<file path="config.mk">
export PLATFORM = sky130hd
export DESIGN_NAME = axi_dw_downsizer
export DESIGN_NICKNAME = d
export VERILOG_FILES = /design/src/hdl/dws_axi_pkg.sv /design/src/hdl/dws_plan_pkg.sv /design/src/hdl/dws_reg_slice.sv /design/src/hdl/dws_burst_planner.sv /design/src/hdl/dws_w_serializer.sv /design/src/hdl/axi_dw_downsizer.sv
export VERILOG_INCLUDE_DIRS = /design/src /design/src/hdl
export SDC_FILE = /design/constraint.sdc
export NUM_CORES = 1
export LEC_CHECK = 0
export BUFFER_PORTS_ARGS = -buffer_cell sky130_fd_sc_hd__buf_2
export CORE_UTILIZATION = 40
export CTS_CLUSTER_DIAMETER = 200
export DETAILED_ROUTE_END_ITERATION = 8
export GPL_TIMING_DRIVEN = 0
export HOLD_SLACK_MARGIN = 0.02
export PLACE_DENSITY = 0.67
export REMOVE_ABC_BUFFERS = 1
export SLEW_MARGIN = 20
export SYNTH_ARGS = -nofsm -noshare
export SYNTH_HDL_FRONTEND = slang
export SYNTH_SLANG_ARGS = --single-unit
</file>
<file path="constraint.sdc">
create_clock -name clk_i -period 7.4 [get_ports clk_i]
set_input_delay 0 -clock clk_i [delete_from_list [all_inputs] [get_ports clk_i]]
set_output_delay 0 -clock clk_i [all_outputs]
set_load 0.02 [all_outputs]
</file>
<file path="src/hdl/dws_settings.svh">
// Global widths and limits for the AXI write downsizer
//   Slave and master data widths with derived strobe widths
//   Address, ID and user widths
//   Narrow burst beat limit

`ifndef DWS_SETTINGS_SVH
`define DWS_SETTINGS_SVH

// Wide slave port data bus
`define DWS_SLV_DATA_W 64

// Narrow master port data bus
`define DWS_MST_DATA_W 16

// One strobe bit per data byte
`define DWS_SLV_STRB_W (`DWS_SLV_DATA_W / 8)
`define DWS_MST_STRB_W (`DWS_MST_DATA_W / 8)

// Address and sideband widths
`define DWS_ADDR_W 32
`define DWS_ID_W 4
`define DWS_USER_W 2

// Longest narrow burst the master port may carry
`define DWS_MAX_BEATS 256

`endif

</file>
<file path="src/hdl/dws_axi_pkg.sv">
// AXI channel types for the write downsizer
//   Field types for id, address, length, size, burst, cache, prot, resp, user
//   Burst and cache encodings
//   AW, wide W, narrow W and B payload structs

package dws_axi_pkg;

  `include "dws_settings.svh"

  typedef logic [`DWS_ID_W-1:0]   id_t;
  typedef logic [`DWS_ADDR_W-1:0] addr_t;
  typedef logic [7:0]             len_t;
  typedef logic [2:0]             size_t;
  typedef logic [1:0]             burst_t;
  typedef logic [3:0]             cache_t;
  typedef logic [2:0]             prot_t;
  typedef logic [1:0]             resp_t;
  typedef logic [`DWS_USER_W-1:0] user_t;

  // Burst types
  localparam burst_t BURST_FIXED = 2'b00;
  localparam burst_t BURST_INCR  = 2'b01;
  localparam burst_t BURST_WRAP  = 2'b10;

  // Cache bit 1 allows the interconnect to reshape the burst
  localparam cache_t CACHE_MODIFIABLE = 4'b0010;

  typedef struct packed {
    id_t    id;
    addr_t  addr;
    len_t   len;
    size_t  size;
    burst_t burst;
    cache_t cache;
    prot_t  prot;
    user_t  user;
  } aw_chan_t;

  typedef struct packed {
    logic [`DWS_SLV_DATA_W-1:0] data;
    logic [`DWS_SLV_STRB_W-1:0] strb;
    logic                       last;
    user_t                      user;
  } slv_w_chan_t;

  typedef struct packed {
    logic [`DWS_MST_DATA_W-1:0] data;
    logic [`DWS_MST_STRB_W-1:0] strb;
    logic                       last;
    user_t                      user;
  } mst_w_chan_t;

  typedef struct packed {
    id_t   id;
    resp_t resp;
    user_t user;
  } b_chan_t;

endpackage

</file>
<file path="src/hdl/dws_plan_pkg.sv">
// Internal types shared by the burst planner and the W serializer
//   Narrow beat counter type
//   Write mode enum
//   Burst plan struct

package dws_plan_pkg;

  `include "dws_settings.svh"

  import dws_axi_pkg::*;

  // Remaining narrow beats, zero marks the last beat
  typedef logic [$clog2(`DWS_MAX_BEATS)-1:0] beat_cnt_t;

  typedef enum logic {
    WR_PASSTHROUGH,
    WR_DOWNSIZE
  } wr_mode_t;

  // Everything the serializer needs to walk one burst
  typedef struct packed {
    wr_mode_t  mode;
    addr_t     addr;
    // Beat size of the incoming wide burst
    size_t     slv_size;
    // Beat size issued on the master port
    size_t     mst_size;
    beat_cnt_t beats_left;
  } burst_plan_t;

endpackage

</file>
<file path="src/hdl/dws_reg_slice.sv">
// Two-entry valid/ready register slice
//   Main output register plus a skid entry
//   Ready toward the source comes from a flop

`timescale 1ns/1ps

module dws_reg_slice #(
  parameter type payload_t = logic
) (
  input  logic     clk_i,
  input  logic     rst_ni,
  input  payload_t in_i,
  input  logic     in_valid_i,
  output logic     in_ready_o,
  output payload_t out_o,
  output logic     out_valid_o,
  input  logic     out_ready_i
);

  logic     main_valid_q;
  logic     skid_valid_q;
  payload_t main_q;
  payload_t skid_q;
  logic     main_load;

  assign in_ready_o  = ~skid_valid_q;
  assign out_o       = main_q;
  assign out_valid_o = main_valid_q;

  // Main register free or draining this cycle
  assign main_load = ~main_valid_q | out_ready_i;

  always_ff @(posedge clk_i or negedge rst_ni) begin
    if (!rst_ni) begin
      main_valid_q <= 1'b0;
      skid_valid_q <= 1'b0;
    end else if (main_load) begin
      main_valid_q <= skid_valid_q | in_valid_i;
      skid_valid_q <= 1'b0;
    end else if (in_valid_i && in_ready_o) begin
      skid_valid_q <= 1'b1;
    end
  end

  always_ff @(posedge clk_i) begin
    if (main_load) begin
      main_q <= skid_valid_q ? skid_q : in_i;
    end else if (in_valid_i && in_ready_o) begin
      skid_q <= in_i;
    end
  end

endmodule

</file>
<file path="src/hdl/dws_burst_planner.sv">
// Write burst planner
//   Accepts slave AW into a one-deep register
//   Computes narrow size and length for modifiable INCR bursts
//   Issues the master AW, then the burst plan for the serializer

`timescale 1ns/1ps

`include "dws_settings.svh"

module dws_burst_planner
  import dws_axi_pkg::*;
  import dws_plan_pkg::*;
(
  input  logic        clk_i,
  input  logic        rst_ni,
  input  aw_chan_t    slv_aw_i,
  input  logic        slv_aw_valid_i,
  output logic        slv_aw_ready_o,
  output aw_chan_t    mst_aw_o,
  output logic        mst_aw_valid_o,
  input  logic        mst_aw_ready_i,
  output burst_plan_t plan_o,
  output logic        plan_valid_o,
  input  logic        plan_ready_i
);

  localparam int unsigned MstBytes = `DWS_MST_DATA_W / 8;
  localparam int unsigned MstSize  = $clog2(MstBytes);

  // Wide enough for 256 beats times the largest ratio
  typedef logic [10:0] calc_t;

  logic        aw_pend_q, aw_pend_d;
  logic        plan_pend_q, plan_pend_d;
  logic        aw_ready_q;
  aw_chan_t    aw_q, aw_d;
  burst_plan_t plan_q, plan_d;

  logic        slv_aw_hs;
  logic        downsize;
  addr_t       size_mask;
  calc_t       conv_ratio;
  calc_t       align_adj;
  calc_t       new_len;

  assign slv_aw_ready_o = aw_ready_q;
  assign slv_aw_hs      = slv_aw_valid_i & aw_ready_q;

  assign mst_aw_o       = aw_q;
  assign mst_aw_valid_o = aw_pend_q;

  // Plan waits until its AW has left for the master side
  assign plan_o         = plan_q;
  assign plan_valid_o   = plan_pend_q & ~aw_pend_q;

  // Narrow burst arithmetic on the incoming AW
  assign downsize   = (slv_aw_i.burst == BURST_INCR) &&
                      (|(slv_aw_i.cache & CACHE_MODIFIABLE)) &&
                      (slv_aw_i.size > size_t'(MstSize));
  assign size_mask  = (addr_t'(1) << slv_aw_i.size) - addr_t'(1);
  assign conv_ratio = (calc_t'(1) << slv_aw_i.size) >> MstSize;
  assign align_adj  = calc_t'((slv_aw_i.addr & size_mask) >> MstSize);
  assign new_len    = (calc_t'(slv_aw_i.len) + calc_t'(1)) * conv_ratio
                      - align_adj - calc_t'(1);

  always_comb begin
    aw_d = slv_aw_i;

    plan_d.mode       = WR_PASSTHROUGH;
    plan_d.addr       = slv_aw_i.addr;
    plan_d.slv_size   = slv_aw_i.size;
    plan_d.mst_size   = slv_aw_i.size;
    plan_d.beats_left = beat_cnt_t'(slv_aw_i.len);

    if (downsize) begin
      aw_d.size         = size_t'(MstSize);
      aw_d.len          = len_t'(new_len);
      plan_d.mode       = WR_DOWNSIZE;
      plan_d.mst_size   = size_t'(MstSize);
      plan_d.beats_left = beat_cnt_t'(new_len);
    end
  end

  // Each half of the register drains on its own handshake
  assign aw_pend_d   = slv_aw_hs | (aw_pend_q & ~mst_aw_ready_i);
  assign plan_pend_d = slv_aw_hs | (plan_pend_q & ~(plan_valid_o & plan_ready_i));

  always_ff @(posedge clk_i or negedge rst_ni) begin
    if (!rst_ni) begin
      aw_pend_q   <= 1'b0;
      plan_pend_q <= 1'b0;
      aw_ready_q  <= 1'b0;
    end else begin
      aw_pend_q   <= aw_pend_d;
      plan_pend_q <= plan_pend_d;
      // Open again once both the AW and the plan are gone
      aw_ready_q  <= ~(aw_pend_d | plan_pend_d);
    end
  end

  always_ff @(posedge clk_i) begin
    if (slv_aw_hs) begin
      aw_q   <= aw_d;
      plan_q <= plan_d;
    end
  end

endmodule

</file>
<file path="src/hdl/dws_w_serializer.sv">
// Write data serializer
//   Loads one burst plan at a time while idle
//   Steers bytes and strobes of each wide W beat onto narrow lanes
//   Releases the wide beat once its last byte has gone out

`timescale 1ns/1ps

`include "dws_settings.svh"

module dws_w_serializer
  import dws_axi_pkg::*;
  import dws_plan_pkg::*;
(
  input  logic        clk_i,
  input  logic        rst_ni,
  input  burst_plan_t plan_i,
  input  logic        plan_valid_i,
  output logic        plan_ready_o,
  input  slv_w_chan_t slv_w_i,
  input  logic        slv_w_valid_i,
  output logic        slv_w_ready_o,
  output mst_w_chan_t mst_w_o,
  output logic        mst_w_valid_o,
  input  logic        mst_w_ready_i
);

  localparam int unsigned SlvBytes = `DWS_SLV_DATA_W / 8;
  localparam int unsigned MstBytes = `DWS_MST_DATA_W / 8;
  localparam int unsigned SlvOffW  = $clog2(SlvBytes);

  logic        active_q;
  burst_plan_t plan_q;

  logic        mst_w_hs;
  logic        last_beat;
  logic        word_done;
  addr_t       mst_mask;
  addr_t       slv_mask;
  addr_t       next_addr;

  assign plan_ready_o  = ~active_q;
  assign mst_w_valid_o = active_q & slv_w_valid_i;
  assign mst_w_hs      = mst_w_valid_o & mst_w_ready_i;
  assign last_beat     = (plan_q.beats_left == '0);

  // Next size-aligned address on the master side
  assign mst_mask  = (addr_t'(1) << plan_q.mst_size) - addr_t'(1);
  assign slv_mask  = (addr_t'(1) << plan_q.slv_size) - addr_t'(1);
  assign next_addr = (plan_q.addr & ~mst_mask) + (addr_t'(1) << plan_q.mst_size);

  // Crossing into the next wide word
  assign word_done = (next_addr & ~slv_mask) != (plan_q.addr & ~slv_mask);

  assign slv_w_ready_o = mst_w_hs &
                         ((plan_q.mode == WR_PASSTHROUGH) | last_beat | word_done);

  // Lane steering
  always_comb begin
    int unsigned slv_off;
    int unsigned base;
    int unsigned lane;
    int unsigned beat_bytes;

    slv_off    = int'(plan_q.addr[SlvOffW-1:0]);
    base       = slv_off - (slv_off % MstBytes);
    beat_bytes = 1 << plan_q.mst_size;

    mst_w_o      = '0;
    mst_w_o.last = last_beat;
    mst_w_o.user = slv_w_i.user;

    for (int m = 0; m < MstBytes; m++) begin
      lane = base + m;
      if ((lane >= slv_off) && (lane - slv_off < beat_bytes)) begin
        mst_w_o.data[8*m +: 8] = slv_w_i.data[8*lane +: 8];
        mst_w_o.strb[m]        = slv_w_i.strb[lane];
      end
    end
  end

  always_ff @(posedge clk_i or negedge rst_ni) begin
    if (!rst_ni) begin
      active_q <= 1'b0;
    end else if (!active_q) begin
      active_q <= plan_valid_i;
    end else if (mst_w_hs && last_beat) begin
      active_q <= 1'b0;
    end
  end

  // Walks address and count through the burst
  always_ff @(posedge clk_i) begin
    if (!active_q && plan_valid_i) begin
      plan_q <= plan_i;
    end else if (mst_w_hs) begin
      plan_q.addr       <= next_addr;
      plan_q.beats_left <= plan_q.beats_left - beat_cnt_t'(1);
    end
  end

endmodule

</file>
<file path="src/hdl/axi_dw_downsizer.sv">
// AXI write data width downsizer, wide slave port to narrow master port
//   Burst planner on slave AW
//   W serializer between slave W and master W
//   Register slices on master AW and W
//   Direct B response path

`timescale 1ns/1ps

module axi_dw_downsizer
  import dws_axi_pkg::*;
  import dws_plan_pkg::*;
(
  input  logic        clk_i,
  input  logic        rst_ni,
  // Slave port
  input  aw_chan_t    slv_aw_i,
  input  logic        slv_aw_valid_i,
  output logic        slv_aw_ready_o,
  input  slv_w_chan_t slv_w_i,
  input  logic        slv_w_valid_i,
  output logic        slv_w_ready_o,
  output b_chan_t     slv_b_o,
  output logic        slv_b_valid_o,
  input  logic        slv_b_ready_i,
  // Master port
  output aw_chan_t    mst_aw_o,
  output logic        mst_aw_valid_o,
  input  logic        mst_aw_ready_i,
  output mst_w_chan_t mst_w_o,
  output logic        mst_w_valid_o,
  input  logic        mst_w_ready_i,
  input  b_chan_t     mst_b_i,
  input  logic        mst_b_valid_i,
  output logic        mst_b_ready_o
);

  aw_chan_t    plan_aw;
  logic        plan_aw_valid, plan_aw_ready;
  burst_plan_t plan;
  logic        plan_valid, plan_ready;
  mst_w_chan_t ser_w;
  logic        ser_w_valid, ser_w_ready;

  dws_burst_planner i_planner (
    .clk_i          (clk_i),
    .rst_ni         (rst_ni),
    .slv_aw_i       (slv_aw_i),
    .slv_aw_valid_i (slv_aw_valid_i),
    .slv_aw_ready_o (slv_aw_ready_o),
    .mst_aw_o       (plan_aw),
    .mst_aw_valid_o (plan_aw_valid),
    .mst_aw_ready_i (plan_aw_ready),
    .plan_o         (plan),
    .plan_valid_o   (plan_valid),
    .plan_ready_i   (plan_ready)
  );

  dws_w_serializer i_serializer (
    .clk_i         (clk_i),
    .rst_ni        (rst_ni),
    .plan_i        (plan),
    .plan_valid_i  (plan_valid),
    .plan_ready_o  (plan_ready),
    .slv_w_i       (slv_w_i),
    .slv_w_valid_i (slv_w_valid_i),
    .slv_w_ready_o (slv_w_ready_o),
    .mst_w_o       (ser_w),
    .mst_w_valid_o (ser_w_valid),
    .mst_w_ready_i (ser_w_ready)
  );

  dws_reg_slice #(.payload_t(aw_chan_t)) i_aw_slice (
    .clk_i       (clk_i),
    .rst_ni      (rst_ni),
    .in_i        (plan_aw),
    .in_valid_i  (plan_aw_valid),
    .in_ready_o  (plan_aw_ready),
    .out_o       (mst_aw_o),
    .out_valid_o (mst_aw_valid_o),
    .out_ready_i (mst_aw_ready_i)
  );

  dws_reg_slice #(.payload_t(mst_w_chan_t)) i_w_slice (
    .clk_i       (clk_i),
    .rst_ni      (rst_ni),
    .in_i        (ser_w),
    .in_valid_i  (ser_w_valid),
    .in_ready_o  (ser_w_ready),
    .out_o       (mst_w_o),
    .out_valid_o (mst_w_valid_o),
    .out_ready_i (mst_w_ready_i)
  );

  // Responses need no conversion
  assign slv_b_o       = mst_b_i;
  assign slv_b_valid_o = mst_b_valid_i;
  assign mst_b_ready_o = slv_b_ready_i;

endmodule

</file>
Word-level counts from Yosys, hierarchy flattened
Index checks and enable logic that the tools add are counted.
Widths: inputs -> output; s select.
{ "word_totals": {"register_bits": 283, "latch_bits": 0, "ram_bits": 0, "romBits": 0, "out_inout_bits": 93, "elab_cells": 148, "n_memories": 0} }
{ "op_classes": {"addsub": 12, "mul": 1, "div_mod_pow": 0, "order_cmp": 7, "eq_ne": 2, "shift": 6, "mux": 23, "n_bitwise": 34, "n_reduce_logical": 15} }
{ "op_table": {"columns": ["cell", "count"], "rows": [
  ["$shiftx 64x33->8", 2],
  ["$and 32x32->32", 3],
  ["$ge 32x3->1", 2],
  ["$lt 32x32->1", 2],
  ["$lt 32x4->1 const B", 2],
  ["$mux 32", 2],
  ["$not 32->32", 2],
  ["$shl 1x3->32 const A", 2],
  ["$sub 32x1->32 const B", 2],
  ["$sub 32x3->32", 2],
  ["$mux 58", 1],
  ["$mux 8", 5],
  ["$add 32x1->32 const B", 1],
  ["$add 32x32->32", 1],
  ["$ne 32x32->1", 1],
  ["$mux 21", 1],
  ["$sub 8x1->8 const B", 2],
  ["$mul 11x10->8", 1],
  ["$mux 1", 11],
  ["$mux 11", 1],
  ["$not 1->1", 11],
  ["$shl 1x3->11 const A", 1],
  ["$add 8x1->9 const B", 1],
  ["$and 9x9->9", 1],
  ["other kinds (14)", 40]
]} }

Longest topological paths before layout
Gate-level depths: netlist (run 1).
{ "depth": {"depth_word": 9, "mapped_depth": 23, "depth_no_buf": 21} }

Cells and area by module
Synthesis (run 1) repeated with hierarchy kept, for this count alone.
{ "unflattened": {"hier_cells": 1139, "area_unflattened_um2": 14929.3} }
{ "by_module_without_submodules": {"columns": ["module", "n_inst", "cells_per_inst", "area_each_um2", "seq_area_each_um2"], "rows": [
  ["dws_w_serializer", 1, 554, 4823.4, 1436.4],
  ["dws_reg_slice (i_aw_slice)", 1, 189, 4555.6, 3533.4],
  ["dws_burst_planner", 1, 312, 3788.6, 1936.9],
  ["dws_reg_slice (i_w_slice)", 1, 74, 1686.6, 1311.3],
  ["axi_dw_downsizer", 1, 10, 75.1, 0.0]
]} }

Least setup slack after synthesis (run 1)
OpenSTA, ideal clock, no wires.
{ "synth_path": {"path_type": "reg-to-reg", "start": "reg i_aw_slice.main_valid_q, in the netlist i_aw_slice.out_valid_o", "end": "reg i_aw_slice.skid_q[0] (netlist name) (enable)", "setup_ns": 0.557, "arrival_ns": 6.212, "required_ns": 6.843, "path_slack_ns": 0.631, "path_stages_with_launch": 3, "n_path_buf": 0, "period_less_slack_ns": 6.769, "path_cell_list": "dfrtp_1 -> nand2b_1 -> nor3b_1"} }
{ "synth_between": {"elab_chain_cells": 4} }
{ "synth_lines": {"columns": ["element", "line_no", "text"], "rows": [
  ["start: declaration", "dws_reg_slice.sv:20", "logic main_valid_q;"],
  ["start signal: assignment", "dws_reg_slice.sv:38", "main_valid_q <= skid_valid_q | in_valid_i;"],
  ["$not 1->1", "dws_reg_slice.sv:31", "assign main_load = ~main_valid_q | out_ready_i;"],
  ["$or 1x1->1", "dws_reg_slice.sv:31", null],
  ["$not 1->1 (no source line)", null, null],
  ["$reduce_and 2->1 (no source line)", null, null],
  ["end signal: assignment", "dws_reg_slice.sv:49", "skid_q <= in_i;"],
  ["end: declaration", "dws_reg_slice.sv:23", "payload_t skid_q;"]
]} }
Every way passes these cells.
A chain may end at the register's enable or synchronous reset.

Worst setup path after layout (run 1)
{ "layout_path": {"start": "reg i_serializer.plan_q[9] (netlist name)", "end": "out slv_w_ready_o"} }
{ "layout_between": {"elab_chain_cells": 9} }
{ "layout_lines": {"columns": ["element", "line_no", "text"], "rows": [
  ["start: declaration", "dws_w_serializer.sv:32", "burst_plan_t plan_q;"],
  ["start signal: assignment", "dws_w_serializer.sv:94", "plan_q <= plan_i;"],
  ["$shl 1x3->32 (*)", "dws_w_serializer.sv:47, dws_w_serializer.sv:49", null],
  ["$sub 32x1->32", "dws_w_serializer.sv:47", "assign mst_mask = (addr_t'(1) << plan_q.mst_size) - addr_t'(1);"],
  ["$not 32->32", "dws_w_serializer.sv:49", "assign next_addr = (plan_q.addr & ~mst_mask) + (addr_t'(1) << plan_q.mst_size);"],
  ["$and 32x32->32", "dws_w_serializer.sv:49", null],
  ["$add 32x32->32 (*)", "dws_w_serializer.sv:49", null],
  ["$and 32x32->32 (*)", "dws_w_serializer.sv:52", "assign word_done = (next_addr & ~slv_mask) != (plan_q.addr & ~slv_mask);"],
  ["$ne 32x32->1 (*)", "dws_w_serializer.sv:52", null],
  ["$or 1x1->1 (*)", "dws_w_serializer.sv:55", "((plan_q.mode == WR_PASSTHROUGH) | last_beat | word_done);"],
  ["$and 1x1->1 (*)", "dws_w_serializer.sv:54", "assign slv_w_ready_o = mst_w_hs &"],
  ["end: declaration", "axi_dw_downsizer.sv:21", "output logic slv_w_ready_o,"]
]} }
Mark *: on every way between the ends. The rest lies on a longest branch, timed or not.

==> results of run 1 <==
## cells in the mapped netlist, types with 20 or more instances
cell type	n	area [um^2]
o21ai_0	48	240
ha_1	46	576
and2_1	20	125
nand2_1	126	473
xor2_1	29	254
clkbuf_1	43	161
inv_1	50	188
nor2_1	78	293
a21oi_1	38	190
mux2_2	70	788
nand3_1	22	110
edfxtp_1	267	8020
xnor2_1	35	307
## final cells by class
cell class / instances / area (um^2)
Clock buffer: 44 / 813
Clock inverter: 12 / 140
Fill cell: 3032 / 16700
Inverter: 52 / 196
Multi-Input combinational cell: 731 / 5380
Sequential cell: 275 / 8220
Tap cell: 455 / 569
Timing Repair Buffer: 355 / 2510
## through the flow
stage               hold slack, ns  power [mW]  setup TNS, ns
CTS                         0.0283        5.53              0
finish                      0.0421        5.47              0
global route                0.0734        5.79              0
detailed placement          -0.146        3.93              0
floorplan                   -0.296        3.41              0
global placement            -0.152        3.86        -202.42
## routing by layer
| metal | routed length [um] | global-route usage [%] | vias up |
|---|---|---|---|
| met5 | 0 | 0 | - |
| met4 | 505 | 3.57 | 0 |
| met3 | 1300 | 2.00 | 43 |
| met2 | 15300 | 30.0 | 216 |
| met1 | 14300 | 23.8 | 4720 |
| li1 | - | - | 4695 |
## critical path, cell delays in order, from the launching register on
cell,delay (ns)
edfxtp_1,0.68
nor2_1,0.42
nand2_1,0.21
ha_1,0.45
nand2b_1,0.22
a211o_1,0.32
a2111o_1,0.46
a211oi_2,0.67
nand3_1,0.27
xor2_1,0.24
a2bb2oi_1,0.16
nand4_1,0.16
o31a_1,0.33
buf_2,0.17
## flip-flops by register name (all words and copies together) (netlist names), 4 cells and up
name                 flops
i_planner.mst_aw_o      58
i_w_slice.out_o         21
i_aw_slice.out_o        58
i_aw_slice.skid_q       58
i_w_slice.skid_q        21
i_serializer.plan_q     47
i_planner.plan_o         4
## worst min path at each step
stage                    from                endpoint  slack [ns]  cells after the start
2_1_floorplan          rst_ni  i_aw_slice.out_valid_o       -0.30                      0
3_3_place_gp           rst_ni  i_aw_slice.out_valid_o       -0.15                      1
3_5_place_dp           rst_ni  i_aw_slice.out_valid_o       -0.15                      1
4_1_cts           slv_w_i[58]     i_w_slice.out_o[20]        0.03                      5
5_1_grt        slv_aw_valid_i  i_planner.mst_aw_o[17]        0.07                      2
6_report          slv_w_i[58]     i_w_slice.out_o[20]        0.04                      5
## cell usage in the layout (no fill, tap or decap), types with 10 or more instances in the layout
cell / count
ha_1: 46
buf_2: 220
inv_1: 50
xnor2_1: 35
nand4_1: 10
xor2_1: 29
o31ai_1: 12
clkbuf_16: 30
nor2_1: 77
fa_1: 18
mux2_2: 70
nand3_1: 22
a21oi_1: 38
dlygate4sd3_1: 120
clkbuf_1: 13
nand2b_1: 13
mux2i_1: 13
nand2_1: 125
and2_1: 19
edfxtp_1: 267
o21ai_0: 48
nor2b_1: 13
## cell families after synthesis
| kind of cell | Yosys count |
|---|---|
| and+or+nand+nor | 338 |
| buffers and inverters | 116 |
| muxes | 92 |
| AOI/OAI and AO/OA | 164 |
| other | 2 |
| DFF | 275 |
| adders and majority gates | 64 |
| xor gates and xnor gates | 64 |
## report_power, final
part           internal (mW)  switching [mW]
registers               2.16           0.248
logic                  0.723           0.900
clock network          0.835           0.603
total                   3.72            1.75
==> results_dict.tcl, run 1 <==
set metrics [dict create \
    dp.cells 1748 \
    overflow 0 \
    syn_area_per_cell_um2 12.6 \
    max-cap-violations 0 \
    synth_cell_types 73 \
    placed_area_mm2 0.0157 \
    synthXorXnorAreaFrac_pct 3.99 \
    maxSlewHeadroom_pct 33.7 \
    synth_compound_area_share_pct 7.63 \
    grt_max_degree 71 \
    fin_util_pct 51.6 \
    rows 68 \
    cts_max_path_buffers 3 \
    port_buffers 220 \
    synth_top_family_by_area "simple AND/OR/NAND/NOR gates" \
    die_w_um 189 \
    synth.yosys.seq_area_share_pct 58.6 \
    hold_buffers 120 \
    netlist_area_mm2 0.0140 \
    final_cell_area_mm2 0.0178 \
    p_per_area_mw_per_mm2 307 \
    die_y_um 189 \
    htree_levels 1 \
    grtUsageTotal_pct 17.5 \
    crit_start "i_serializer.plan_q[9]" \
    layout_setup_ws_ns 2.08 \
    nNetsFinal 1658 \
    endpoint_kind "output pin" \
    worstPathRequired_ns 7.40 \
    ir_worst_vdd_uv 201 \
    setup_viol 0 \
    ctsRootBufferMaster "clkbuf_16" \
    final_cells 1924 \
    clock_sinks 275 \
    tightestPinTransition_ns 0.992 \
    cp_max_fo 19 \
    grt_pass1_vias 9743 \
    hold_path_class "input port to register" \
    r2r-start "i_serializer.plan_q[9]" \
    cts_resized 0 \
    critPathArrivalTime_ns 5.32 \
    grt_antenna_before_repair 0 \
    crit_type "register to output pin" \
    finalCritPeriodShare_pct 72.0 \
    synthAdderAreaFrac_pct 6.67 \
    antenna_left 0 \
    drt_wl_total_um 31500 \
    cts_tree "yes" \
    layout-drive-gt1-share_pct 25.5 \
    num_antenna_cells 0 \
    synth_cells 1115 \
    synthMuxAreaShare_pct 7.99 \
    drtIter0Drc 494 \
    r2r_cells 11 \
    wire_per_inst_um 16.4 \
    ios 242 \
    dominantRegCellSynth "edfxtp_1" \
    hold_viol 0 \
    ys_warn_count 0 \
    clk_latency_ns 0.56 \
    cts_buffers 30 \
    initial_core_util_pct 40.6 \
    fmax_mhz 188 \
    cts_setup_buffers 0 \
    status "complete, no violations" \
    die-area_mm2 0.0358 \
    reg2reg_slack_ns 3.03 \
    place.gp.congestion 0.831 \
    synth-simple-area-share_pct 11.6 \
    hpwlAfterDp_um 21300 \
    cp-endpoint "slv_w_ready_o" \
    p_leak_nw 6.93 \
    clkTransAtPathRegs_ns 0.06 \
    firstDrtPassIters 4 \
    coreArea_mm2 0.0345 \
    worst_r2r_endpoint "i_serializer.plan_q[36]" \
    route.detailed.drc 0 \
    vias 9674 \
    min_period_ns 5.32 \
    async_flop_share_pct 2.91 \
    finClkSkew_ns 0.0167 \
    rsz0062_at_grt "no" \
    synth-seq-cells 275 \
    synthToLayoutAreaGrowth_pct 27.1 \
    dp_slack_ns 2.54 \
    synth_edf_count 267 \
    drv_slew 0 \
    routed_via_density 5.03 \
    grt_pass1_wl_um 50500 \
    startpoint_type "register" \
]
No activity file was read; power rests on OpenSTA's default activity.
==> run 2: changes to the inputs <==
Clock period 7.4 ns to 5.35 ns, I/O delays scaled along.
==> results_dict.tcl, run 2 (synthesis results as in run 1) <==
set metrics [dict create \
    hold_path_class "input port to register" \
    timing.hold.ws_ns 0.0403 \
    r2r_cells 11 \
    cp_common_cell "o31a_1" \
    cp_max_fo 13 \
    port_buffers 220 \
    synthToLayoutAreaGrowth_pct 27.6 \
    grt_pass1_wl_um 50500 \
    ios 242 \
    min_period_ns 5.01 \
    dp.cells 1748 \
    ctsRootBufferMaster "clkbuf_16" \
    grt_max_degree 71 \
    setup_viol 0 \
    drtIter0Drc 516 \
    endpoint_kind "output pin" \
    die_y_um 189 \
    path_cells "nor2_1 -> nand2_1 -> ha_1 -> nand2b_1 -> a211o_1 -> a2111o_1 -> and2_1 -> or4b_1 -> o41ai_2 -> o22ai_1 -> o31a_1 -> o31a_1 -> buf_2" \
    r2r-start "i_serializer.plan_q[10]" \
    maxSlewHeadroom_pct 32.7 \
    cts_buffers 30 \
    final_common_cell "edfxtp_1" \
    initial_core_util_pct 40.6 \
    finalCritPeriodShare_pct 93.6 \
    nNetsFinal 1666 \
    p_leak_nw 6.97 \
    maxUsedRoutingLayer "met4" \
    clkTransAtPathRegs_ns 0.06 \
    drt_wl_total_um 31600 \
    p_per_area_mw_per_mm2 423 \
    fin_util_pct 51.8 \
    die_w_um 189 \
    status "complete, no violations" \
    tightestPinTransition_ns 1.01 \
    num_antenna_cells 0 \
    final_cell_mix "267 x edfxtp_1, 220 x buf_2, 125 x nand2_1" \
    finClkSkew_ns 0.0163 \
    hold_path_depth 5 \
    grt_antenna_before_repair 0 \
    cts_tree "yes" \
    wire_per_inst_um 16.4 \
    route.detailed.drc 0 \
    worst_r2r_endpoint "i_serializer.plan_q[36]" \
    total_power_mw 7.58 \
    final_cells 1932 \
    crit_type "register to output pin" \
    met2_length_um 15500 \
    grtUsageTotal_pct 17.5 \
    max_stage_delay_ns 0.67 \
    layout-drive-gt1-share_pct 25.9 \
    ir_worst_vdd_uv 279 \
    vias 9735 \
    place.gp.congestion 0.831 \
    critPathArrivalTime_ns 5.01 \
    firstDrtPassIters 5 \
    die-area_mm2 0.0358 \
    cts_max_path_buffers 3 \
    worstPathRequired_ns 5.35 \
    startpoint_type "register" \
    antenna_left 0 \
    max-cap-violations 0 \
    rsz0062_at_grt "no" \
    drt-met1-wl_um 14400 \
    rows 68 \
    htree_levels 1 \
    routed_via_density 5.04 \
    coreArea_mm2 0.0345 \
    overflow 0 \
    reg2reg_slack_ns 1.27 \
    hold_viol 0 \
    hpwlAfterDp_um 21300 \
    route.met3.wl_um 1310 \
    hold_path_end "i_w_slice.out_o[20]" \
    drv_slew 0 \
    grt_pass1_vias 9743 \
    fmax_mhz 200 \
    hp-start "slv_w_i[58]" \
    clk_latency_ns 0.56 \
    cp_slowest_cell "or4b_1" \
    clock_sinks 275 \
]
[run 2: area by class of cell]
| class | instances | area, um^2 |
|---|---|---|
| Inverter | 52 | 196 |
| Fill cell | 3027 | 16600 |
| Timing Repair Buffer | 363 | 2570 |
| Clock inverter | 12 | 140 |
| Tap cell | 455 | 569 |
| Multi-Input combinational cell | 731 | 5390 |
| Sequential cell | 275 | 8220 |
| Clock buffer | 44 | 813 |
[run 2: how the worst max path moves through the flow]
stage | start | endpoint | slack, ns | cells after the start
floorplan | i_aw_slice.out_valid_o | i_aw_slice.skid_q[0] | -1.42 | 2
global placement | i_aw_slice.out_valid_o | i_aw_slice.skid_q[9] | -5.55 | 2
detailed placement | slv_aw_i[14] | i_planner.mst_aw_o[21] | 0.49 | 18
CTS | i_serializer.plan_q[9] | slv_w_ready_o | 0.02 | 13
global route | i_serializer.plan_q[8] | slv_w_ready_o | 0.03 | 13
finish | i_serializer.plan_q[10] | slv_w_ready_o | 0.34 | 13
[run 2: critical path, delay by kind of cell (launching register included)]
family                   cells  cell delay, ns
AO/OA/AOI/OAI                6            1.75
AND/OR/NAND/NOR              5            1.62
flip-flops                   1            0.47
adder cells (fa/ha/maj)      1            0.43
buffers and inverters        1            0.17
[run 2: power by group]
part           total (mW)  leakage (nW)  internal [mW]  switching [mW]
registers            3.32          2.66           2.99           0.331
clock network        1.99         0.453           1.15           0.835
logic                2.27          3.85           1.01            1.26
total                7.58          6.97           5.15            2.43
[run 2: layer usage]
metal | vias to the layer above | GRT usage, %
met4 | 0 | 3.57
met1 | 4767 | 23.8
met2 | 215 | 30.0
li1 | 4712 | -
met5 | - | 0
met3 | 41 | 2.00
[run 2: timing repair]
item                       4_1_cts  5_1_grt
hold endpoints to repair       123        0
resized for setup                0        1
hold buffers                   120        0
setup endpoints to repair        0        1
setup buffers                    0        8
[run 2: per-stage QoR]
step / worst slack (ns) / TNS [ns] / area (um^2)
2_1_floorplan: -1.42 / -82.30 / 13800
3_3_place_gp: -5.55 / -321.32 / 15400
3_5_place_dp: 0.493 / 0 / 15700
4_1_cts: 0.0211 / 0 / 17800
5_1_grt: 0.0290 / 0 / 17900
6_report: 0.344 / 0 / 17900
==> run 3: changes to the inputs <==
Clock period 5.35 ns to 5.65 ns, I/O delays scaled along.
==> results_dict.tcl, run 3 (synthesis results as in run 1) <==
set metrics [dict create \
    maxSlewHeadroom_pct 35.0 \
    critPathArrivalTime_ns 5.25 \
    hpwlAfterDp_um 21300 \
    p_per_area_mw_per_mm2 402 \
    cp_slowest_cell "edfxtp_1" \
    dp.cells 1748 \
    finClkSkew_ns 0.0191 \
    clock_sinks 275 \
    route.detailed.drc 0 \
    cts_max_path_buffers 3 \
    startpoint_type "register" \
    cts_tree "yes" \
    endpoint_kind "output pin" \
    dp_slack_ns 0.793 \
    grt_pass1_vias 9743 \
    coreArea_mm2 0.0345 \
    clkTransAtPathRegs_ns 0.06 \
    die-area_mm2 0.0358 \
    clk_latency_ns 0.57 \
    initial_core_util_pct 40.6 \
    layout-drive-gt1-share_pct 25.5 \
    status "complete, no violations" \
    layout_setup_ws_ns 0.398 \
    die_y_um 189 \
    hp-start "slv_w_i[58]" \
    tightestPinTransition_ns 0.972 \
    die_w_um 189 \
    ctsRootBufferMaster "clkbuf_16" \
    vias 9727 \
    fin_util_pct 51.7 \
    finalCritPeriodShare_pct 93.0 \
    routed_via_density 5.05 \
    cp_max_fo 19 \
    overflow 0 \
    r2r_cells 11 \
    hold_path_depth 5 \
    final_common_cell "edfxtp_1" \
    crit_type "register to output pin" \
    hold_viol 0 \
    max-cap-violations 0 \
    min_period_ns 5.25 \
    max_stage_delay_ns 0.68 \
    place.gp.congestion 0.831 \
    reg2reg_slack_ns 1.32 \
    drv_slew 0 \
    rsz0062_at_grt "no" \
    firstDrtPassIters 4 \
    timing.hold.ws_ns 0.0419 \
    rows 68 \
    grtUsageTotal_pct 17.5 \
    port_buffers 220 \
    hold_path_class "input port to register" \
    p_leak_nw 6.93 \
    hold_path_end "i_w_slice.out_o[20]" \
    grt_max_degree 71 \
    setup_viol 0 \
    final_cells 1925 \
    cts_buffers 30 \
    final_cell_mix "267 x edfxtp_1, 220 x buf_2, 125 x nand2_1" \
    num_antenna_cells 0 \
    grt_antenna_before_repair 0 \
    grt_pass1_wl_um 50500 \
    htree_levels 1 \
    fillers 3031 \
    path_cells "nor2_1 -> nand2_1 -> ha_1 -> nand2b_1 -> a211o_1 -> a2111o_1 -> and2_1 -> or4b_1 -> o41ai_2 -> o22ai_1 -> o31a_1 -> o31a_1 -> buf_2" \
    worst_r2r_endpoint "i_serializer.plan_q[36]" \
    worstPathRequired_ns 5.65 \
    fmax_mhz 190 \
    synthToLayoutAreaGrowth_pct 27.2 \
    wire_per_inst_um 16.4 \
    r2r-start "i_serializer.plan_q[9]" \
    antenna_left 0 \
    ios 242 \
    drt_wl_total_um 31600 \
    drtIter0Drc 501 \
    ir_worst_vdd_uv 265 \
    nNetsFinal 1659 \
    cp_common_cell "o31a_1" \
]
==> run 3: cell count changes in the layout (fill, tap and decap cells not counted) <==
cell / delta
buf_4: -7
==> run 3: worst max-delay path, delay by kind of cell (launching register included) <==
family	cells	cell delay (ns)
AOI/OAI and AO/OA	6	1.73
adders and majority gates	1	0.42
and+or+nand+nor	5	1.69
DFF	1	0.68
buffers and inverters	1	0.17
==> run 3: stage by stage <==
stage	power (mW)	TNS [ns]	cell area, um^2
global placement	5.05	-303.92	15400
detailed placement	5.15	0	15700
finish	7.17	0	17900
CTS	7.24	0	17800
global route	7.59	0	17900
floorplan	4.46	-64.90	13800
==> run 3: repair_timing <==
| item | 4_1_cts | 5_1_grt |
|---|---|---|
| setup buffers | 0 | 1 |
| setup endpoints to repair | 0 | 1 |
| hold endpoints to repair | 123 | 0 |
| hold buffers | 120 | 0 |
| gates resized for setup | 0 | 1 |
==> run 3: cell type report <==
type | instances | area (um^2) | area share, %
Clock buffer | 44 | 813 | 4.56
Clock inverter | 12 | 140 | 0.785
Inverter | 52 | 196 | 1.10
Multi-Input combinational cell | 731 | 5390 | 30.2
Sequential cell | 275 | 8220 | 46.1
Tap cell | 455 | 569 | 3.19
Timing Repair Buffer | 356 | 2520 | 14.1
==> run 3: power by group <==
part / internal (mW) / leakage [nW] / switching, mW
sequential: 2.83 / 2.66 / 0.323
combinational: 0.948 / 3.82 / 1.19
clock: 1.09 / 0.453 / 0.792
total: 4.87 / 6.93 / 2.30
==> run 3: worst max path at each step <==
stage | startpoint | endpoint | cells after the start
2_1_floorplan | i_aw_slice.out_valid_o | i_aw_slice.skid_q[0] | 2
3_5_place_dp | slv_aw_i[14] | i_planner.mst_aw_o[21] | 18
4_1_cts | i_serializer.plan_q[9] | slv_w_ready_o | 13
5_1_grt | i_serializer.plan_q[10] | slv_w_ready_o | 13
3_3_place_gp | i_aw_slice.out_valid_o | i_aw_slice.skid_q[9] | 2
6_report | i_serializer.plan_q[9] | slv_w_ready_o | 13
==> run 3: metal layers <==
metal	global-route usage (%)	routed length [um]	vias to the layer above
li1	-	-	4703
met1	23.8	14300	4755
met2	30.0	15500	228
met3	2.00	1340	41
met4	3.57	479	0
met5	0	0	-
